`config.mk`:
```
export PLATFORM = sky130hd
export DESIGN_NAME = RegisterFile
export DESIGN_NICKNAME = d
export VERILOG_FILES = /design/src/source/RetireTypes.sv /design/src/source/RegisterFile.sv
export SDC_FILE = /design/constraint.sdc
export NUM_CORES = 2
export LEC_CHECK = 0
export BUFFER_PORTS_ARGS = -buffer_cell sky130_fd_sc_hd__buf_2
export CORE_MARGIN = 5
export CORE_UTILIZATION = 55
export CTS_CLUSTER_DIAMETER = 60
export DETAILED_ROUTE_END_ITERATION = 6
export PLACE_DENSITY = 0.71
export SLEW_MARGIN = 20
export SYNTH_ARGS = -nofsm -noshare
export SYNTH_HDL_FRONTEND = slang
export SYNTH_SLANG_ARGS = --single-unit
```
`constraint.sdc`:
```
create_clock -name clk -period 3 [get_ports clk]
set_input_delay 0.3 -clock clk [delete_from_list [all_inputs] [get_ports clk]]
set_output_delay 0.3 -clock clk [all_outputs]
set_load 0.01 [all_outputs]
```
`src/source/RetireTypes.sv`:
```
// Shared word types, encodings and CSR numbers; imported by every retire-stage module.
`default_nettype none

package RetireTypes;

    typedef logic [31:0] addr_t;     // Instruction address.
    typedef logic [31:0] intWord_t;  // Integer register value.
    typedef logic [63:0] fpWord_t;   // Double-precision register value, also holds singles.
    typedef logic [4:0]  regAddr_t;  // Register number within one file.
    typedef logic [11:0] csrAddr_t;  // CSR number as encoded in the instruction.

    typedef enum logic {
        RegType_Int = 1'b0,  // Destination is the integer file.
        RegType_Fp  = 1'b1   // Destination is the floating-point file.
    } RegType_t;

    typedef enum logic [1:0] {
        Privilege_User    = 2'd0,  // Unprivileged mode.
        Privilege_Machine = 2'd3   // Mode entered on every trap.
    } Privilege_t;

    typedef logic [3:0] TrapCause_t;  // Exception code field of mcause.

    localparam TrapCause_t TrapCauseMisalignedFetch     = 4'd0;
    localparam TrapCause_t TrapCauseIllegalInstruction = 4'd2;
    localparam TrapCause_t TrapCauseBreakpoint         = 4'd3;
    localparam TrapCause_t TrapCauseLoadFault          = 4'd5;
    localparam TrapCause_t TrapCauseStoreFault         = 4'd7;
    localparam TrapCause_t TrapCauseEcallFromU         = 4'd8;
    localparam TrapCause_t TrapCauseEcallFromM         = 4'd11;

    // Machine-mode CSRs implemented by the trap unit.
    localparam csrAddr_t CsrMstatus  = 12'h300;
    localparam csrAddr_t CsrMtvec    = 12'h305;
    localparam csrAddr_t CsrMscratch = 12'h340;
    localparam csrAddr_t CsrMepc     = 12'h341;
    localparam csrAddr_t CsrMcause   = 12'h342;
    localparam csrAddr_t CsrMtval    = 12'h343;

    localparam int MstatusMie  = 3;   // Global interrupt enable.
    localparam int MstatusMpie = 7;   // Enable saved at trap entry.
    localparam int MstatusMpp  = 11;  // Low bit of the two-bit previous privilege.

endpackage

`default_nettype wire
```
`src/source/RegisterFile.sv`:
```
// Register file with one write and two read ports; the word type picks integer or FP use.
`timescale 1ns/1ns
`default_nettype none

module RegisterFile import RetireTypes::*; #(
    parameter int RegCount        = 32,
    parameter type WordType       = intWord_t,
    parameter bit HasZeroRegister = 1'b1
) (
    input  logic     clk,
    input  logic     rstN,
    input  logic     writeEnable,
    input  regAddr_t writeAddr,
    input  WordType  writeValue,
    input  regAddr_t readAddrA,
    input  regAddr_t readAddrB,
    output WordType  readValueA,
    output WordType  readValueB
);
    WordType regs [RegCount];  // Architectural register storage.
    logic    writeAllowed;     // False for a write aimed at a hardwired zero register.

    assign writeAllowed = writeEnable && !(HasZeroRegister && (writeAddr == '0));

    always_ff @(posedge clk or negedge rstN) begin
        if (!rstN) begin
            for (int i = 0; i < RegCount; i++) begin
                regs[i] <= '0;  // All registers start at zero.
            end
        end else if (writeAllowed) begin
            regs[writeAddr] <= writeValue;  // Visible to readers from the next cycle.
        end
    end

    // Reads see the stored state only, never the value being written this cycle.
    always_comb begin
        readValueA = regs[readAddrA];
        readValueB = regs[readAddrB];
        if (HasZeroRegister && (readAddrA == '0)) begin
            readValueA = '0;  // x0 reads zero.
        end
        if (HasZeroRegister && (readAddrB == '0)) begin
            readValueB = '0;
        end
    end

    // The retire stage must never address a register beyond the file.
    assert property (@(posedge clk) disable iff (!rstN)
        writeEnable |-> (int'(writeAddr) < RegCount));

endmodule

`default_nettype wire

```
-- Word-level counts from Yosys, hierarchy flattened
Cells that the tools add are included.
- bits in registers: 1024
- input bits: 50
- output and inout bits: 64
- logic and storage cells: 56
- magnitude comparators: 4
- muxes and demuxes: 11
- bitwise gates (word level): 3
- reductions and logical operators: 6
- operator list (operator ; number):
    1024-bit bitwise mux ; 1
    32-bit binary-select mux with 5-bit select ; 2
    32-bit two-way mux ; 7
    32-bit demux with 5-bit select ; 1
    6-bit >= comparator (second input constant) ; 3
    5-bit inverter with 6-bit output ; 3
    5-bit logical NOT ; 3
    6-bit by 1-bit < comparator with 1-bit output (second input constant) ; 1
    1-bit logical AND ; 2
    1-bit logical NOT ; 1

-- Depth between registers and ports, before layout
- depth in word-level cells: 6
- depth in mapped cells: 7
- mapped depth without buffers: 4

-- Worst setup path before layout
No wires, ideal clock.
- path type: input to output
- start: in readAddrA[1]
- end: out readValueA[29] (netlist name)
- arrival: 1.773 ns
- path slack: 0.927 ns
- cell stages on the path: 7
- path buffers: 3
- cells stage by stage: buf_4 buf_4 nor2b_1 clkbuf_1 a221oi_1 o21ai_0 a311oi_1
- RTL lines (element ; RTL line ; RTL):
    start: declaration ; RegisterFile.sv:15 ; input regAddr_t readAddrA,
    end: declaration ; RegisterFile.sv:17 ; output WordType readValueA,

==> impl_metrics.yaml <==
outcome:
  run_status: "completed"
detailed_routing:
  vias: 37100
  route.detailed.drc: 0
  drt_iter0_drc: 4851
  routed_wirelength_mm: 182
  drt_first_pass_iters: 6
  viasPerCell: 7.34
  detail_route.wl_per_cell_um: 36.0
  ant_nets: 0
pwr:
  share_clk_of_total_power: 0.358
  cellLeakagePower_nw: 26.7
  combPwrFrac: 0.199
  max-vdd-ir-drop_uv: 494
  power-per-cell-area_nw_per_um2: 679
  power.net_switching_mw: 11.4
  seq_power_share: 0.442
  cellInternalPower_mw: 30.5
  fin_total_pwr_mw: 41.9
  swShare: 0.272
synthesis:
  netlist_area_um2: 54400
  synthesized_net_count: 3671
  seq_area_frac_synth: 0.471
  synth_cells: 3621
  yosys.cell_types.count: 33
  synthesized_area_fraction_occupied_by_ao_oa_aoi_and_oai_cells: 0.0486
  yosys.area_share.adder: 0
  synth_simple_gate_area_frac: 0.0158
  synth_top_family_by_area: "multiplexers"
  synth-xor-area-share: 0
  synthesized_area_divided_by_synthesized_cell_count_um2: 15.0
  synthesis.yosys.warnings: 0
  synth-seq-cells: 1024
  synth.area.mux_share: 0.428
final_layout:
  mostFrequentLayoutCell: "sky130_fd_sc_hd__mux2_2"
  finalCoreUtilization: 0.628
  design.final.nets: 3709
  filler_cell_count: 6948
  multiInputGateArea_um2: 27000
  layout_overhead_on_the_synthesized_area_pct: 13.6
  ff_latch_area_um2: 25600
  largest_register_ff_count: 1024
  finish.cell_count_without_fillers: 5045
  register_with_the_most_flip_flops: "regs"
  layout-drive-gt1-share: 0.557
  largestRegisters: "regs x1024"
  commonest_non_fill_non_tap_cells_in_the_layout: "sky130_fd_sc_hd__mux2_2 (1046), sky130_fd_sc_hd__dfrtp_1 (1024), sky130_fd_sc_hd__mux4_2 (448), sky130_fd_sc_hd__buf_4 (162), sky130_fd_sc_hd__mux2i_1 (128)"
die:
  rows: 115
  core_region_area_um2: 98300
  dieArea_um2: 105000
  fp.dieW_um: 324
  ioPinCount: 114
  overall_die_height_um: 324
  initial_core_util: 0.553
worst_setup_path:
  worst_r2r_path_depth: 1
  r2r-end: "regs[313]$_DFFE_PN0P_"
  setup.worst_path.end_class: "primary output"
  critPathMaxFanout: 22
  setup.worst_path.end: "readValueB[22]"
  path_cells: "buf_6 -> nor2b_4 -> buf_12 -> a221oi_1 -> o21ai_0 -> a311oi_2 -> buf_2"
  critPathMaxStageDelay_ps: 450
  cp-startpoint: "readAddrB[0]"
  setup.worst_path.start_class: "input port"
  cp_required_ps: 2700
  crit_arrival_ps: 2660
  rr_startpoint: "regs[313]$_DFFE_PN0P_"
  timing.setup.critical_path_class: "input port to primary output"
  worst-r2r-setup-slack_ps: 2170
  slowest_stage: "sky130_fd_sc_hd__a311oi_2"
grt:
  grt_first_pass_wirelength_mm: 269
  grt_antenna_before_repair: 13
  grt_pass1_vias: 39300
  grt_usage: 0.343
  grt_remaining_overflow: 0
  pin_count_of_the_biggest_net_entering_global_routing: 111
placement:
  placedCellCount: 4825
  routabilityCongestion: 0.860
  io_buffer_count: 113
  dp_hpwl_mm: 108
clocking:
  clock_tree_from_tritoncts: "built"
  clock_sink_count: 1024
  tritoncts.num_buffers: 117
  clockBufferDepth: 3
  cts-root-buf: "sky130_fd_sc_hd__clkbuf_16"
  cts.htree.levels: 3
  clock_insertion_delay_worst_skew_ps: 690
  cts.reportedPaths.clkPinSlew_ps: 60
  cts_setup_buffers: 0
sta:
  setup_viol: 0
  rsz0062_at_grt: "false"
  worstMarginPinSlew_ps: 1220
  setup_tns_ps: 0
  fin_crit_ps: 2960
  worst_clock_skew_ps: 0
  relSlewSlack: 0.183
  post-route-period-util: 0.985
  max_freq_mhz: 338
  finalMaxSlewViolations: 0
  final-hold-violation-count: 0
  worst_slack_on_hold_paths_ps: 121
hold_path:
  min_path_type: "input port to async pin"
job:
  max_cap_viol_count: 0
[layer usage]
layer,global-route usage,share of wire,vias up,wire length (µm)
met5,0,0.00054,-,98
met4,0.155,0.051,12,9200
met3,0.101,0.11,592,20500
met2,0.514,0.45,2349,81800
met1,0.470,0.39,19900,70200
li1,-,-,14200,-
[metrics by stage]
step	cell area [µm²]	worst slack [ps]
2_1_floorplan	54400	927
3_5_place_dp	57600	-24.5
4_1_cts	61700	14.0
6_report	61700	45.0
5_1_grt	61700	5.25
3_3_place_gp	57600	-9.03
[repair_timing]
action | 4_1_cts | 5_1_grt
setup endpoints to repair | 2 | 4
pin swaps | 0 | 1
endpoints found under the hold margin | 211 | 0
resized for setup | 2 | 3
hold buffers | 1 | 0
[how the worst min path moves through the flow]
stage                     from                     end  slack, ps  cells past startpoint
after global placement    rstN   regs[846]$_DFFE_PN0P_        240                      1
final                     rstN   regs[590]$_DFFE_PN0P_        120                      2
after CTS                 rstN  regs[1006]$_DFFE_PN0P_        100                      2
after floorplan           rstN     regs[0]$_DFFE_PN0P_          4                      0
after global routing      rstN  regs[1006]$_DFFE_PN0P_        150                      2
after detailed placement  rstN   regs[846]$_DFFE_PN0P_        250                      1
[power by group through the flow]
stage	registers, mW	clock network, mW	logic (mW)
finish	18.5	15.0	8.35
global route	18.8	15.7	8.90
CTS	18.4	15.1	8.31
detailed placement	18.6	0	8.26
global placement	18.2	0	7.94
floorplan	17.8	0	6.12
[kinds of logic (layout without fill, tap and decap cells)]
family	after synthesis	count (layout)
DFF	1024	1024
muxes	1632	1632
other	0	2
buffers and inverters	436	571
and+or+nand+nor	161	161
AOI/OAI and AO/OA	368	368
[synth_stat cells (all sizes together)]
library cell | number | area, µm²
mux2 | 1056 | 11900
dfrtp | 1024 | 25600
mux4 | 448 | 10100
clkbuf | 235 | 883
buf | 199 | 1070
mux2i | 128 | 1280
o21ai | 112 | 561
nor2b | 71 | 444
a211oi | 64 | 480
a22oi | 64 | 480
a311oi | 64 | 561
a221oi | 48 | 420
nand2 | 45 | 169
nor2 | 19 | 71.3
o2111ai | 16 | 140
nand2b | 5 | 31.3
nand4b | 3 | 26.3
nor3 | 3 | 15.0
or3 | 3 | 18.8
and2 | 2 | 12.5
inv | 2 | 7.51
nor3b | 2 | 15.0
or2 | 2 | 12.5
or4 | 2 | 15.0
and3 | 1 | 6.26
nand3 | 1 | 5.00
nand4 | 1 | 6.26
nor4 | 1 | 12.5
[critical path, delay by kind of cell]
family / cells / cell delay [ps]
compound gates: 3 / 1160
buf+inv: 3 / 840
simple gates: 1 / 320
[cell type report]
type / instances / share of cell area
flip-flops and latches: 1024 / 0.415
well taps: 1287 / 0.0261
inverters: 2 / 0.000162
multi-input cells: 2161 / 0.438
clock buffers: 176 / 0.0576
diodes: 2 / 0.0000811
repair buffers: 353 / 0.0550
clock inverters: 40 / 0.00849
No activity file was read; power rests on OpenSTA's default activity.
