$ cat src/source/RetireTypes.sv
// Shared word types, encodings and CSR numbers; imported by every retire-stage module.
`default_nettype none

package RetireTypes;

    typedef logic [31:0] addr_t;     // Instruction address.
    typedef logic [31:0] intWord_t;  // Integer register value.
    typedef logic [63:0] fpWord_t;   // Double-precision register value, also holds singles.
    typedef logic [4:0]  regAddr_t;  // Register number within one file.
    typedef logic [11:0] csrAddr_t;  // CSR number as encoded in the instruction.

    typedef enum logic {
        RegType_Int = 1'b0,  // Destination is the integer file.
        RegType_Fp  = 1'b1   // Destination is the floating-point file.
    } RegType_t;

    typedef enum logic [1:0] {
        Privilege_User    = 2'd0,  // Unprivileged mode.
        Privilege_Machine = 2'd3   // Mode entered on every trap.
    } Privilege_t;

    typedef logic [3:0] TrapCause_t;  // Exception code field of mcause.

    localparam TrapCause_t TrapCauseMisalignedFetch     = 4'd0;
    localparam TrapCause_t TrapCauseIllegalInstruction = 4'd2;
    localparam TrapCause_t TrapCauseBreakpoint         = 4'd3;
    localparam TrapCause_t TrapCauseLoadFault          = 4'd5;
    localparam TrapCause_t TrapCauseStoreFault         = 4'd7;
    localparam TrapCause_t TrapCauseEcallFromU         = 4'd8;
    localparam TrapCause_t TrapCauseEcallFromM         = 4'd11;

    // Machine-mode CSRs implemented by the trap unit.
    localparam csrAddr_t CsrMstatus  = 12'h300;
    localparam csrAddr_t CsrMtvec    = 12'h305;
    localparam csrAddr_t CsrMscratch = 12'h340;
    localparam csrAddr_t CsrMepc     = 12'h341;
    localparam csrAddr_t CsrMcause   = 12'h342;
    localparam csrAddr_t CsrMtval    = 12'h343;

    localparam int MstatusMie  = 3;   // Global interrupt enable.
    localparam int MstatusMpie = 7;   // Enable saved at trap entry.
    localparam int MstatusMpp  = 11;  // Low bit of the two-bit previous privilege.

endpackage

`default_nettype wire
$ cat src/source/TrapCsrUnit.sv
// Machine-mode CSR file with trap entry, mret, privilege state and the pc redirect of the retire core.
`timescale 1ns/1ns
`default_nettype none

module TrapCsrUnit import RetireTypes::*; #(
    parameter addr_t ResetVector = 32'h0000_0100
) (
    input  logic       clk,
    input  logic       rstN,
    input  logic       csrWriteEnable,
    input  csrAddr_t   csrWriteAddr,
    input  intWord_t   csrWriteValue,
    input  logic       trapEnter,
    input  TrapCause_t trapCause,
    input  intWord_t   trapValue,
    input  addr_t      trapPc,
    input  logic       trapReturn,
    input  csrAddr_t   csrReadAddr,
    output intWord_t   csrReadValue,
    output logic       redirectValid,
    output addr_t      redirectPc,
    output Privilege_t privilege
);
    logic       mstatusMie;   // Only the implemented mstatus fields are stored.
    logic       mstatusMpie;
    Privilege_t mstatusMpp;
    addr_t      mtvec;        // Trap vector base in direct mode.
    intWord_t   mscratch;
    addr_t      mepc;         // Low two bits are always zero.
    TrapCause_t mcause;       // Exceptions only, so the interrupt bit stays zero.
    intWord_t   mtval;
    intWord_t   mstatusValue; // Assembled view of mstatus for reads.

    always_comb begin
        mstatusValue                     = '0;
        mstatusValue[MstatusMie]         = mstatusMie;
        mstatusValue[MstatusMpie]        = mstatusMpie;
        mstatusValue[MstatusMpp +: 2]    = mstatusMpp;
    end

    // Combinational read port for the decode stage.
    always_comb begin
        case (csrReadAddr)
            CsrMstatus:  csrReadValue = mstatusValue;
            CsrMtvec:    csrReadValue = mtvec;
            CsrMscratch: csrReadValue = mscratch;
            CsrMepc:     csrReadValue = mepc;
            CsrMcause:   csrReadValue = intWord_t'(mcause);  // Zero-extended code.
            CsrMtval:    csrReadValue = mtval;
            default:     csrReadValue = '0;  // Unimplemented CSRs read zero.
        endcase
    end

    always_ff @(posedge clk or negedge rstN) begin
        if (!rstN) begin
            privilege   <= Privilege_Machine;  // Hart comes out of reset in M-mode.
            mstatusMie  <= 1'b0;
            mstatusMpie <= 1'b0;
            mstatusMpp  <= Privilege_User;
            mtvec       <= ResetVector;
            mscratch    <= '0;
            mepc        <= '0;
            mcause      <= '0;
            mtval       <= '0;
        end else begin
            if (csrWriteEnable) begin
                case (csrWriteAddr)
                    CsrMstatus: begin
                        mstatusMie  <= csrWriteValue[MstatusMie];
                        mstatusMpie <= csrWriteValue[MstatusMpie];
                        // Only User and Machine are legal, so anything else lands in User.
                        mstatusMpp  <= (csrWriteValue[MstatusMpp +: 2] == Privilege_Machine) ?
                                       Privilege_Machine : Privilege_User;
                    end
                    CsrMtvec:    mtvec    <= csrWriteValue;
                    CsrMscratch: mscratch <= csrWriteValue;
                    CsrMepc:     mepc     <= {csrWriteValue[31:2], 2'b00};  // Word aligned.
                    CsrMcause:   mcause   <= csrWriteValue[3:0];
                    CsrMtval:    mtval    <= csrWriteValue;
                    default: ;  // Writes to other addresses are dropped.
                endcase
            end
            if (trapEnter) begin
                mepc        <= {trapPc[31:2], 2'b00};  // Pc of the faulting instruction.
                mcause      <= trapCause;
                mtval       <= trapValue;
                mstatusMpie <= mstatusMie;   // Save the enable and then mask.
                mstatusMie  <= 1'b0;
                mstatusMpp  <= privilege;    // Remember where the trap came from.
                privilege   <= Privilege_Machine;
            end else if (trapReturn) begin
                privilege   <= mstatusMpp;   // Drop back to the saved mode.
                mstatusMie  <= mstatusMpie;
                mstatusMpie <= 1'b1;
                mstatusMpp  <= Privilege_User;  // Least privileged supported mode.
            end
        end
    end

    // Redirect is a one-cycle pulse in the cycle after entry or return.
    always_ff @(posedge clk or negedge rstN) begin
        if (!rstN) begin
            redirectValid <= 1'b0;
            redirectPc    <= '0;
        end else begin
            redirectValid <= trapEnter || trapReturn;
            redirectPc    <= trapEnter ? {mtvec[31:2], 2'b00} : mepc;  // Handler or resume pc.
        end
    end

    // The retire stage suppresses CSR side effects of a trapping instruction.
    assert property (@(posedge clk) disable iff (!rstN) !(csrWriteEnable && trapEnter));

endmodule

`default_nettype wire

$ cat config.mk
export PLATFORM = sky130hd
export DESIGN_NAME = TrapCsrUnit
export DESIGN_NICKNAME = d
export VERILOG_FILES = /design/src/source/RetireTypes.sv /design/src/source/TrapCsrUnit.sv
export SDC_FILE = /design/constraint.sdc
export NUM_CORES = 1
export LEC_CHECK = 0
export ABC_AREA = 1
export BUFFER_PORTS_ARGS = -buffer_cell sky130_fd_sc_hd__clkbuf_2
export CAP_MARGIN = 20
export CORE_AREA = 2 2 169 188
export DETAILED_ROUTE_END_ITERATION = 8
export DIE_AREA = 0 0 171 190
export PLACE_DENSITY = 0.51
export SETUP_SLACK_MARGIN = 0.15
export SYNTH_ARGS = -nofsm -noshare
export SYNTH_HDL_FRONTEND = slang
export SYNTH_SLANG_ARGS = --single-unit
$ cat constraint.sdc
create_clock -name clk -period 1.5 [get_ports clk]
set_input_delay 0.225 -clock clk [delete_from_list [all_inputs] [get_ports clk]]
set_output_delay 0.225 -clock clk [all_outputs]
set_load 0.05 [all_outputs]
Yosys cells after proc, flatten, opt, wreduce, memory -nomap -nowiden
Index checks and enable logic that the tools add are counted.
W data, S select, Z words.
{"block": "totals", "register_bits": 171, "word_cells": 64, "in_bits": 129, "output_inout_bits": 67}
{"block": "classes", "reduce_logical": 14, "n_mux": 26, "n_eq_ne": 13}
{"cell": "$mux W32", "count": 7}
{"cell": "$pmux W32 S6", "count": 1}
{"cell": "$eq A12 B10 Y1 const B", "count": 12}
{"cell": "$mux W2", "count": 7}
{"cell": "$mux W4", "count": 3}
{"cell": "$reduce_and A2 Y1", "count": 6}
{"cell": "$reduce_bool A2 Y1", "count": 5}
{"cell": "$mux W1", "count": 8}
{"cell": "$reduce_bool A3 Y1", "count": 2}
{"cell": "$eq A2 B2 Y1 const B", "count": 1}
{"cell": "$logic_or A1 B1 Y1", "count": 1}

Longest topological paths before layout
{"block": "depth", "word_depth": 6, "mapped_depth": 9, "ltp_nobuf": 8}

Worst setup path before layout
Ideal clock, no wire load.
{"block": "synth_path", "path_kind": "input -> output", "from": "input port csrReadAddr[11]", "to": "output port csrReadValue[10]", "t_arrival_ns": 1.384, "setup_slack_ns": -0.109, "cell_stages": 6, "path_buffers": 1, "required_time_ns": 1.275, "path_cell_list": "nor2_1 > nand2_2 > nor2_2 > clkbuf_1 > nand3_1 > nand4_1"}
{"block": "synth_via", "elab_chain_cells": 2, "elab_cells_between_ends": 7, "classes_between": "eq/ne: 6; mux: 1"}
{"item": "start: declaration", "line": "TrapCsrUnit.sv:18", "rtl": "input csrAddr_t csrReadAddr,"}
{"item": "$eq A12 B10 Y1", "line": "TrapCsrUnit.sv:43", "rtl": "case (csrReadAddr)"}
{"item": "$pmux W32 S6 *", "line": "TrapCsrUnit.sv:43"}
{"item": "end: declaration", "line": "TrapCsrUnit.sv:19", "rtl": "output intWord_t csrReadValue,"}
Every way passes the cells marked *; elsewhere a longest branch is shown, timed or not.

Worst setup path in the final report
{"block": "layout_path", "from": "input port csrReadAddr[4]", "to": "output port csrReadValue[18]"}
The elaborated chain is that of the path after synthesis.

==> results.tsv <==
metric	value	unit
row count	68	
Global Route met3 Usage	3.72	%
LEAKAGE	6.47	nW
total congestion overflow	0	
first-pass detailed-route iteration total	5	
Total GRT Usage	20.4	%
GRT busiest layer	met2	
clock buffer count from CTS	17	
CP required	1.27	ns
final WL	33.2	mm
Initial Util	28.4	%
clock tree buffer depth	2	
Placement Cell Area	0.0109	sq mm
status	finished with violations	
Final Hold Fails	0	
Layout Nets	1556	
DR vias/cell	4.77	
Syn Inst Count	1198	
clock latency on the worst-skew pair	0.44	ns
first-pass GRT wire length	49.6	mm
Max Cap Viol	0	
largest net degree at the start of global routing	69	
DRC violations left	0	
clk slew on worst S/H paths	0.07	ns
commonest non-fill, non-tap cell in the layout	nand2_1	
Worst Path Arrival	1.50	ns
RSZ-0062 raised after global routing	yes	
die area	0.0325	sq mm
Synth Warn #	0	
syn avg cell area	7.29	sq um
final instance area	0.0126	sq mm
synthesized flop and latch total	167	
Slew Viols, Final	0	
Seq/Total Area, Yosys	47.9	%
startpoint type of the worst setup path	input port	
H-tree Lvls	4	
Routed Antenna Nets	0	
Post-Syn Area	0.00874	sq mm
clock root buffer	clkbuf_16	
Layout area overhead	43.7	%
failing checks	negative setup slack	
I/O pins	196	
VDD IR max	788	uV
CTS tree	done	
Crit. End Element	output pin	
routing usage on met2	32.8	%
met1 usage	27.0	%
overall via count from detail_route	8884	
Netlist cell types	27	
HP Class	in -> reg	
crit share post-route	115	%
final setup vio count	32	
Core ar.	0.0308	sq mm
most frequent cells in the layout	nand2_1, nand3_1, dfrtp_1, clkbuf_2, inv_1	
FMAX	581	MHz
CTS sink count	167	
fin crit period	1.72	ns
die height	190	um
initial antenna violation count	1	
hpwl dp	21.6	mm
pwr dens	846	mW/mm^2
RD Place Congestion	0.792	
die width	171	um
Power Total	0.0106	W
worst clock skew	0.0130	ns
crit path max fanout	13	
wire per inst	17.8	um
share of cells above drive strength 1	28.6	%
IO buf count	191	
critical path class	in -> out	
initial drt markers	769	
final setup margin	-0.220	ns
vias in the first global route	8477	
## logic make-up after synthesis
| family | count (synthesis) | share of synthesized area (%) |
|---|---|---|
| and+or+nand+nor | 825 | 40.7 |
| DFF | 167 | 47.9 |
| buffers and inverters | 162 | 8.96 |
| AOI/OAI and AO/OA | 43 | 2.46 |
| other | 1 | 0.0429 |
## worst paths after layout
check                                       start                to  slack (ns)  cells after the start
max in group asynchronous                    rstN      privilege[0]        0.61                      3
min in group asynchronous                    rstN     redirectPc[4]        0.28                      2
worst min register to register           mtvec[0]          mtvec[0]        0.48                      2
worst max register to register       privilege[1]     mstatusMpp[1]        0.51                      4
worst min-delay path            csrWriteValue[28]      mscratch[28]        0.04                      3
worst max-delay path               csrReadAddr[4]  csrReadValue[18]       -0.22                      9
## state kept, by name (all words and copies together), names as in the netlist
| signal | cells |
|---|---|
| mstatusMpie | 1 |
| mepc | 30 |
| mstatusMie | 1 |
| redirectValid | 1 |
| redirectPc | 30 |
| privilege | 2 |
| mtval | 32 |
| mtvec | 32 |
| mstatusMpp | 2 |
| mcause | 4 |
| mscratch | 32 |
## repair_timing
item                                    in CTS  in global routing
hold endpoints to repair                    26                  0
pin swaps                                   16                 48
setup buffers                                9                  7
hold buffers                                 1                  0
gates cloned                                 5                  6
endpoints found under the setup margin      34                 35
resized for setup                           81                 80
## Yosys cell counts
cell type	n	area (sq um)
a21oi_1	2	10.0
and2_1	1	6.26
buf_1	18	67.6
buf_2	26	130
buf_4	8	60.1
buf_6	15	169
clkbuf_1	11	41.3
conb_1	1	3.75
dfrtp_1	164	4100
dfstp_2	3	78.8
inv_1	81	304
inv_2	3	11.3
nand2_1	522	1960
nand2_2	4	25.0
nand2_4	2	22.5
nand3_1	234	1170
nand3_2	1	10.0
nand3b_1	1	7.51
nand4_1	27	169
nor2_1	18	67.6
nor2_2	9	56.3
nor2_4	2	22.5
nor3_1	2	10.0
nor3_2	1	10.0
nor3_4	1	16.3
o21ai_0	9	45.0
o21ai_1	32	160
## layout make-up
class                           count  area (sq um)
Antenna cell                        1          2.50
Clock buffer                       19           433
Clock inverter                     13           100
Fill cell                        3188         18200
Inverter                           84           323
Multi-Input combinational cell    870          4150
Sequential cell                   167          4180
Tap cell                          420           526
Timing Repair Buffer              287          2840
## critical path, cell delays in order
cell     delay, ns
buf_6         0.10
nor2_4        0.13
nand3_4       0.12
nor2_4        0.14
buf_12        0.15
buf_12        0.15
nand3_1       0.07
nand4_1       0.21
buf_12        0.18
## layer usage
metal,part of all wire [%],up-vias,wire (um)
met4,3.7,0,1210
met5,0,-,0
li1,-,4273,-
met1,43,4202,14300
met2,48,331,15900
met3,5.3,78,1770
## power by group
group          switching [W]  internal (W)  leakage, nW
Clock                0.00198       0.00213        0.246
Sequential          0.000185       0.00477         2.02
Combinational        0.00100      0.000551         4.21
## per-stage QoR
step	cells	setup slack, ns	setup TNS [ns]	util [%]	hold slack (ns)
global route	1860	-0.275	-7.04	40.8	0.0249
global placement	1800	-0.301	-7.89	35.5	0.179
CTS	1847	-0.212	-5.35	39.1	0.0164
detailed placement	1800	-0.299	-8.41	35.5	0.183
finish	1861	-0.220	-5.21	40.8	0.0368
floorplan	1199	0.0169	0	-	-0.0706
(Power assumes the default switching activity.)
